**src/adpll_grid_settings.svh**
```systemverilog
`ifndef ADPLL_GRID_SETTINGS_SVH
`define ADPLL_GRID_SETTINGS_SVH

// phase accumulators
`define ACC_W        12
`define PDET_W       5    // top phase bits seen by the detector

// weights and gains
`define WEIGHT_W     4
`define GAIN_SEL_W   4
`define KP_FRAC      7
`define KI_FRAC      9
`define INTEG_W      20

// free-running step of every node before its ring offset
`define BASE_STEP    64

`define REF_STEP_RST 21   // reference step out of reset

`endif
```
**src/adpll_grid_pkg.sv**
```systemverilog
`include "adpll_grid_settings.svh"

package adpll_grid_pkg;

    typedef logic [`ACC_W-1:0] phase_t;
    typedef logic signed [`PDET_W-1:0] perr_t;
    typedef logic [`WEIGHT_W-1:0] weight_t;

    typedef struct packed {
        weight_t left;
        weight_t above;
        weight_t right;
        weight_t below;
    } node_weights_t;

    typedef struct packed {
        logic [`GAIN_SEL_W-1:0] kp;
        logic [`GAIN_SEL_W-1:0] ki;
    } gains_t;

    // left and above carry the reference in single-PLL mode
    typedef struct packed {
        phase_t ref_left;
        phase_t ref_above;
        phase_t right;
        phase_t below;
    } neighbour_phases_t;

    typedef enum logic {
        GRID_PLL     = 1'b0,
        GRID_NETWORK = 1'b1
    } grid_mode_e;

    typedef enum logic {
        COUPLE_MESH = 1'b0,
        COUPLE_UNI  = 1'b1
    } coupling_e;

    typedef struct packed {
        logic       enable;
        grid_mode_e grid_mode;
        coupling_e  coupling;
        gains_t     gains;
        phase_t     ref_step;
    } grid_cfg_t;

endpackage

```
**src/adpll_grid_top.sv**
```systemverilog
`include "adpll_grid_settings.svh"

module adpll_grid_top (
    input  logic        clk258_x,
    input  logic        rst_n_i,
    input  logic [15:0] switches_i,
    output logic [8:0]  gen_clk_o,
    output logic        ref_clk_o
);

    // ring-size offsets, node 11 first
    localparam int step_offset [9] = '{0, 2, 18, 12, 10, -4, 0, 8, 0};

    adpll_grid_pkg::grid_cfg_t     cfg;
    adpll_grid_pkg::node_weights_t weights [9];
    adpll_grid_pkg::phase_t        ref_phase;
    adpll_grid_pkg::phase_t        node_phase [3][3];

    grid_config u_config (
        .clk258_x   (clk258_x),
        .rst_n_i    (rst_n_i),
        .switches_i (switches_i),
        .cfg_o      (cfg),
        .weights_o  (weights)
    );

    ref_nco u_ref (
        .clk258_x   (clk258_x),
        .rst_n_i    (rst_n_i),
        .ref_step_i (cfg.ref_step),
        .phase_o    (ref_phase)
    );

    for (genvar r = 0; r < 3; r++)
    begin : g_row
        for (genvar c = 0; c < 3; c++)
        begin : g_col
            // missing neighbours fold back onto the node itself
            localparam int idx = r * 3 + c;
            localparam int lc  = (c > 0) ? c - 1 : c;
            localparam int rc  = (c < 2) ? c + 1 : c;
            localparam int ur  = (r > 0) ? r - 1 : r;
            localparam int br  = (r < 2) ? r + 1 : r;
            localparam bit entry = (r == 0) && (c == 0);   // reference enters at 11

            adpll_grid_pkg::neighbour_phases_t nbr;

            always_comb
            begin
                nbr.right = node_phase[r][rc];
                nbr.below = node_phase[br][c];
                if (cfg.grid_mode == adpll_grid_pkg::GRID_PLL)
                begin
                    nbr.ref_left  = ref_phase;
                    nbr.ref_above = ref_phase;
                end
                else
                begin
                    nbr.ref_left  = entry ? ref_phase : node_phase[r][lc];
                    nbr.ref_above = node_phase[ur][c];
                end
            end

            pll_node #(
                .free_step (`BASE_STEP + step_offset[idx])
            ) u_node (
                .clk258_x  (clk258_x),
                .rst_n_i   (rst_n_i),
                .enable_i  (cfg.enable),
                .gains_i   (cfg.gains),
                .weights_i (weights[idx]),
                .nbr_i     (nbr),
                .phase_o   (node_phase[r][c])
            );

            assign gen_clk_o[idx] = node_phase[r][c][`ACC_W-1];
        end
    end

    assign ref_clk_o = ref_phase[`ACC_W-1];

endmodule

```
**src/pll_node.sv**
```systemverilog
`include "adpll_grid_settings.svh"

module pll_node #(
    parameter int free_step = `BASE_STEP
) (
    input  logic                              clk258_x,
    input  logic                              rst_n_i,
    input  logic                              enable_i,
    input  adpll_grid_pkg::gains_t            gains_i,
    input  adpll_grid_pkg::node_weights_t     weights_i,
    input  adpll_grid_pkg::neighbour_phases_t nbr_i,
    output adpll_grid_pkg::phase_t            phase_o
);

    adpll_grid_pkg::phase_t   phase_q;
    adpll_grid_pkg::perr_t    err_left;
    adpll_grid_pkg::perr_t    err_above;
    adpll_grid_pkg::perr_t    err_right;
    adpll_grid_pkg::perr_t    err_below;
    logic signed [`ACC_W-1:0] ctrl;

    // top bits of source minus own top bits, wraps as signed
    function automatic adpll_grid_pkg::perr_t phase_err(
        input adpll_grid_pkg::phase_t src,
        input adpll_grid_pkg::phase_t own
    );
        phase_err = src[`ACC_W-1 -: `PDET_W] - own[`ACC_W-1 -: `PDET_W];
    endfunction

    assign err_left  = phase_err(nbr_i.ref_left, phase_q);
    assign err_above = phase_err(nbr_i.ref_above, phase_q);
    assign err_right = phase_err(nbr_i.right, phase_q);
    assign err_below = phase_err(nbr_i.below, phase_q);

    loop_filter u_filter (
        .clk258_x    (clk258_x),
        .rst_n_i     (rst_n_i),
        .enable_i    (enable_i),
        .gains_i     (gains_i),
        .weights_i   (weights_i),
        .err_left_i  (err_left),
        .err_above_i (err_above),
        .err_right_i (err_right),
        .err_below_i (err_below),
        .ctrl_o      (ctrl)
    );

    // node accumulator, stands in for the ring oscillator
    always_ff @(posedge clk258_x)
    begin
        if (!rst_n_i || !enable_i)
            phase_q <= '0;
        else
            phase_q <= phase_q + adpll_grid_pkg::phase_t'(free_step)
                     + adpll_grid_pkg::phase_t'(ctrl);
    end

    assign phase_o = phase_q;

    a_phase_cleared: assert property (
        @(posedge clk258_x) disable iff (!rst_n_i)
        !enable_i |=> (phase_o == '0)
    );

endmodule

```
**src/loop_filter.sv**
```systemverilog
`include "adpll_grid_settings.svh"

module loop_filter (
    input  logic                          clk258_x,
    input  logic                          rst_n_i,
    input  logic                          enable_i,
    input  adpll_grid_pkg::gains_t        gains_i,
    input  adpll_grid_pkg::node_weights_t weights_i,
    input  adpll_grid_pkg::perr_t         err_left_i,
    input  adpll_grid_pkg::perr_t         err_above_i,
    input  adpll_grid_pkg::perr_t         err_right_i,
    input  adpll_grid_pkg::perr_t         err_below_i,
    output logic signed [`ACC_W-1:0]      ctrl_o
);

    // 4 terms of at most 15*16 fit in 12 signed bits
    localparam int sum_w = `PDET_W + `WEIGHT_W + 3;

    logic signed [sum_w-1:0]      wsum;
    logic signed [`INTEG_W-1:0]   p_term;
    logic signed [`INTEG_W-1:0]   i_step;
    logic signed [`INTEG_W-1:0]   integ_q;
    logic signed [`INTEG_W-1:0]   ctrl_full;

    function automatic logic signed [sum_w-1:0] weigh(
        input adpll_grid_pkg::weight_t w,
        input adpll_grid_pkg::perr_t   e
    );
        weigh = $signed({1'b0, w}) * e;
    endfunction

    assign wsum = weigh(weights_i.left, err_left_i) + weigh(weights_i.above, err_above_i)
                + weigh(weights_i.right, err_right_i) + weigh(weights_i.below, err_below_i);

    assign p_term = $signed({1'b0, gains_i.kp}) * wsum;
    assign i_step = $signed({1'b0, gains_i.ki}) * wsum;

    always_ff @(posedge clk258_x)
    begin
        if (!rst_n_i || !enable_i)
            integ_q <= '0;
        else
            integ_q <= integ_q + i_step;    // wraps at INTEG_W
    end

    // old integrator, so ctrl lines up with the phase update
    assign ctrl_full = (p_term >>> `KP_FRAC) + (integ_q >>> `KI_FRAC);
    assign ctrl_o    = ctrl_full[`ACC_W-1:0];

    a_integ_cleared: assert property (
        @(posedge clk258_x) disable iff (!rst_n_i)
        !enable_i |=> (integ_q == '0)
    );

endmodule

```
**src/ref_nco.sv**
```systemverilog
`include "adpll_grid_settings.svh"

module ref_nco (
    input  logic                   clk258_x,
    input  logic                   rst_n_i,
    input  adpll_grid_pkg::phase_t ref_step_i,
    output adpll_grid_pkg::phase_t phase_o
);

    adpll_grid_pkg::phase_t phase_q;

    // free running, enable has no say here
    always_ff @(posedge clk258_x)
    begin
        if (!rst_n_i)
            phase_q <= '0;
        else
            phase_q <= phase_q + ref_step_i;    // wraps at 2^ACC_W
    end

    assign phase_o = phase_q;

endmodule

```
**src/grid_config.sv**
```systemverilog
`include "adpll_grid_settings.svh"

module grid_config (
    input  logic                          clk258_x,
    input  logic                          rst_n_i,
    input  logic [15:0]                   switches_i,
    output adpll_grid_pkg::grid_cfg_t     cfg_o,
    output adpll_grid_pkg::node_weights_t weights_o [9]
);

    // left/above/right/below, one nibble each, node 11 first
    localparam adpll_grid_pkg::node_weights_t uni_tab [9] = '{
        16'h4000, 16'h4000, 16'h4000,
        16'h0400, 16'h2200, 16'h2200,
        16'h0400, 16'h2200, 16'h2200
    };
    localparam adpll_grid_pkg::node_weights_t mesh_tab [9] = '{
        16'h2011, 16'h1011, 16'h2002,
        16'h0111, 16'h1111, 16'h1101,
        16'h0220, 16'h1210, 16'h2200
    };

    adpll_grid_pkg::grid_cfg_t     cfg_q;
    adpll_grid_pkg::node_weights_t weights_q [9];
    adpll_grid_pkg::coupling_e     coupling_sw;

    assign coupling_sw = adpll_grid_pkg::coupling_e'(switches_i[14]);

    always_ff @(posedge clk258_x)
    begin
        if (!rst_n_i)
        begin
            cfg_q.enable    <= 1'b0;
            cfg_q.grid_mode <= adpll_grid_pkg::GRID_PLL;
            cfg_q.coupling  <= adpll_grid_pkg::COUPLE_MESH;
            cfg_q.gains.kp  <= `GAIN_SEL_W'(1);
            cfg_q.gains.ki  <= `GAIN_SEL_W'(1);
            cfg_q.ref_step  <= `ACC_W'(`REF_STEP_RST);
        end
        else
        begin
            cfg_q.enable    <= switches_i[15];
            cfg_q.coupling  <= coupling_sw;
            cfg_q.grid_mode <= adpll_grid_pkg::grid_mode_e'(switches_i[13]);
            if (switches_i[12])
            begin
                cfg_q.ref_step <= switches_i[11:0];
            end
            else
            begin
                cfg_q.gains.kp <= switches_i[11:8];
                cfg_q.gains.ki <= switches_i[3:0];
            end
        end
    end

    // table row follows the switch directly, same latency as cfg
    always_ff @(posedge clk258_x)
    begin
        for (int n = 0; n < 9; n++)
        begin
            if (!rst_n_i)
                weights_q[n] <= mesh_tab[n];    // coupling resets to mesh
            else if (coupling_sw == adpll_grid_pkg::COUPLE_UNI)
                weights_q[n] <= uni_tab[n];
            else
                weights_q[n] <= mesh_tab[n];
        end
    end

    assign cfg_o     = cfg_q;
    assign weights_o = weights_q;

    // gains-load words must leave the reference step alone
    a_ref_step_held: assert property (
        @(posedge clk258_x) disable iff (!rst_n_i)
        !$past(switches_i[12]) |-> $stable(cfg_q.ref_step)
    );

endmodule

```
**config.mk**
```make
export PLATFORM = sky130hd
export DESIGN_NAME = adpll_grid_top
export DESIGN_NICKNAME = d
export VERILOG_FILES = /design/src/adpll_grid_pkg.sv /design/src/adpll_grid_top.sv /design/src/pll_node.sv /design/src/loop_filter.sv /design/src/ref_nco.sv /design/src/grid_config.sv
export VERILOG_INCLUDE_DIRS = /design/src
export SDC_FILE = /design/constraint.sdc
export NUM_CORES = 2
export LEC_CHECK = 0
export BUFFER_PORTS_ARGS = -buffer_cell sky130_fd_sc_hd__buf_2
export CAP_MARGIN = 20
export CELL_PAD_IN_SITES_DETAIL_PLACEMENT = 1
export CELL_PAD_IN_SITES_GLOBAL_PLACEMENT = 1
export CORE_MARGIN = 1.5
export CORE_UTILIZATION = 47
export DETAILED_ROUTE_END_ITERATION = 10
export PLACE_DENSITY_LB_ADDON = 0.25
export SYNTH_ARGS = -nofsm -noshare
export SYNTH_HDL_FRONTEND = slang
export SYNTH_SLANG_ARGS = --single-unit
export TNS_END_PERCENT = 30
```
**constraint.sdc**
```tcl
create_clock -name clk258_x -period 12.4 [get_ports clk258_x]
set_clock_uncertainty 0.05 [all_clocks]
set_input_delay 1.24 -clock clk258_x [delete_from_list [all_inputs] [get_ports clk258_x]]
set_output_delay 1.24 -clock clk258_x [all_outputs]
set_load 0.02 [all_outputs]
```
==> results.md <==
- Post-synth EDFFs: 0
- Starting density of the core: between 40% and 50%
- Count leader, synth: inv_1
- #FFs+latches synth: 321
- Vias: roughly 49,000
- CP Depth: 41
- Ys async rst share: 0%
- CTS buffer count: 50
- Total gr overflow: 0
- Placed Instances: 9,438
- Minimum period implied by the final worst setup slack: ~12 ns
- DIE WIDTH: between 300 and 400 um
- Placeable Area: 144,000 sq um
- R2R setup slack: 0.62 ns
- Vias in the first global route: between 50,000 and 60,000
- Die area: roughly 150,000 sq um
- Design area: around 72,000 sq um
- Worst-Skew Late Latency: ~0.67 ns
- H-tree levels: 2
- WP data required: approximately 13 ns
- Post-synth top area cell: fa_1
- Fmax: 84.9 MHz
- Critical Path Start Type: flip-flop
- Rel. slew slack: a little over a third
- Max stage delay cell, worst path: fa_1
- Setup crit end: g_row[1].g_col[1].u_node.phase_o[7]$_SDFF_PP0_
- Port buffer count: 27
- Worst setup EP type: flip-flop
- Cells after Synth: ~7,600
- Synth area leaders: fa_1 27%, ha_1 24%, dfxtp_1 9.5%
- CTS Sinks: between 300 and 400
- First-pass GRT wire length: 285 mm
- Hold-fix buffers at CTS: 0
- Non-filler instance count after layout: around 9,500
- Clock tree from TritonCTS: done
- Number of max-cap violations: 0
- Commonest cells post-synth: 1,673 x inv_1, 1,308 x ha_1, 913 x fa_1
- Area Growth Syn to Fin: 5.85%
- Max FO, Critical Path: 13
- Reg2Reg Depth: between 40 and 50
- Post-synthesis area per instance: 8.92 sq um
- Yosys top cell area share: between 20% and 30%
- Antenna Violating Nets Remaining: 0
- Crit path from: u_config.cfg_o[21]$_SDFF_PN0_
- Crit-path max cell delay: around 0.58 ns
- Post-synthesis cell area: around 70,000 sq um
- Fraction of layout instances using a drive strength above 1: 3.30%
- Register area: between 6000 and 7000 sq um
- Worst path most repeated cell: fa_1
- Reg clk slew, reported paths: roughly 0.060 ns
- Synth warnings: 0
- Die Ht: between 300 and 400 um
- Row cnt: between 100 and 150
- Most used DFF post-synth: dfxtp_1
- Endpoints failing setup: 0
- Final period util: 95.0%
- Synth Net Count: between 9,000 and 10,000
- Register area share after synthesis: 9.45%
- Reg2reg end: g_row[1].g_col[1].u_node.phase_o[7]$_SDFF_PP0_
- Arrival @ worst endpoint: between 10 and 15 ns
- Util after Layout: between 50% and 60%
- Routed WL per cell: 17.6 um
- DR pass1 iterations: 10
- Hold Crit Class: flip-flop to flip-flop
- Antenna violations before repair: 9
- Footprint of the multi-input gates: ~55,000 sq um
- Clock Tree Root: clkbuf_16
- Worst path bufs/invs: 5
- Max-slew violation count: 0
- IO Count: 28
- Largest net degree at the start of global routing: 70
- Clk buf depth: 3
- Synth unique cells: 84
- Final nets: slightly below 10,000
- Total track usage: 23.9%
- Top delay family on crit path: adder cells
- Fin. Hold Viols: 0
- DRT Wirelength: between 150 and 200 mm
- Drt via density: between 5 and 6
- FF-to-FF Start: u_config.cfg_o[21]$_SDFF_PN0_
- Placed Area: roughly 70,000 sq um
- Worst slew pin tran: about 0.96 ns
- Filler cells: 16,800
- Failing checks: DRC
- Residual DRC: 8
- WS Path Type: flip-flop to flip-flop
- DPL Wire Length: ~140 mm
- Status: finished, violations left
- Initial drt markers: about 1,500
- Routability cong.: about 0.86
metal layers:
layer	vias up	share of wire, %	global-route usage, %
li1	23700	-	-
met1	25000	43	29.8
met2	454	51	43.3
met3	228	3.1	2.73
met4	8	2.8	6.32
met5	-	0.027	0
sequential cells by signal, summed over array words and instances, names as in the netlist:
name	count
g_row.g_col.u_node.u_filter.integ_q	177
u_ref.phase_o	12
u_config.weights_o	2
g_row.g_col.u_node.phase_o	108
u_config.cfg_o	22
worst register-to-register path, delay by kind of cell, from the launching register on:
kind / cells / cell delay [ns]
DFF: 1 / 0.42
xor gates and xnor gates: 2 / 0.69
and+or+nand+nor: 9 / 1.85
AOI/OAI and AO/OA: 10 / 1.99
buffers and inverters: 5 / 0.26
adders and majority gates: 15 / 6.34
cell usage in the layout, fill, tap and decap left out, types with 14 or more instances in the layout:
cell type / count
nand2_1: 307
a211oi_1: 14
nor3_1: 92
and3_1: 100
and2_1: 665
nor3b_1: 21
a21boi_0: 15
o21bai_1: 48
a21o_1: 163
nor2_1: 392
clkbuf_1: 14
fa_1: 913
buf_4: 67
nand3_1: 47
buf_2: 26
or3_1: 20
nand4_1: 21
nand2b_1: 64
a31oi_1: 21
ha_1: 1308
xnor2_1: 327
xor2_1: 181
o21ai_0: 98
inv_1: 1673
or2_2: 19
mux2i_1: 28
nor2b_1: 98
clkbuf_16: 50
dfxtp_1: 309
a21oi_1: 298
o21a_1: 30
worst min path at each step:
| stage | from | end | slack [ns] | cells after the start |
|---|---|---|---|---|
| detailed placement | u_config.cfg_o[3]$_SDFFE_PN0P_ | u_config.cfg_o[3]$_SDFFE_PN0P_ | 0.46 | 2 |
| global route | u_config.cfg_o[0]$_SDFFE_PN1P_ | u_config.cfg_o[0]$_SDFFE_PN1P_ | 0.49 | 2 |
| global placement | u_config.cfg_o[4]$_SDFFE_PN1P_ | u_config.cfg_o[4]$_SDFFE_PN1P_ | 0.42 | 2 |
| CTS | u_config.cfg_o[3]$_SDFFE_PN0P_ | u_config.cfg_o[3]$_SDFFE_PN0P_ | 0.47 | 2 |
| finish | u_config.cfg_o[0]$_SDFFE_PN1P_ | u_config.cfg_o[0]$_SDFFE_PN1P_ | 0.47 | 2 |
| floorplan | u_config.cfg_o[0]$_SDFFE_PN1P_ | u_config.cfg_o[0]$_SDFFE_PN1P_ | 0.40 | 2 |
layout make-up:
| cell class | count | area share [%] |
|---|---|---|
| sequential | 321 | 8.99 |
| multi-input combinational | 5453 | 76.0 |
| timing repair buffer | 93 | 0.880 |
| clock inverter | 15 | 0.129 |
| antenna | 1 | 0.00348 |
| tap | 1903 | 3.31 |
| inverter | 1673 | 8.73 |
| clock buffer | 72 | 1.96 |
through the flow:
stage	hold slack (ns)	setup TNS, ns	setup WS, ns
floorplan	0.399	0	0.932
global placement	0.424	0	0.462
detailed placement	0.460	0	0.297
CTS	0.471	0	0.225
global route	0.487	-0.172	-0.0897
finish	0.466	0	0.623
timing repair:
| action | CTS | global route |
|---|---|---|
| gates resized for setup | 0 | 27 |
| endpoints found under the setup margin | 0 | 25 |
| buffers inserted | 0 | 5 |
logic make-up after synthesis:
kind of cell             synth area share [%]
flip-flops                               9.45
multiplexers                            0.445
buffers and inverters                    10.3
XOR/XNOR                                 6.71
AND/OR/NAND/NOR                          14.5
AO/OA/AOI/OAI                            7.62
adder cells (fa/ha/maj)                  51.0
Power is not shown: default switching activity piles up to over one toggle a cycle in this logic, so the estimate is an artifact.
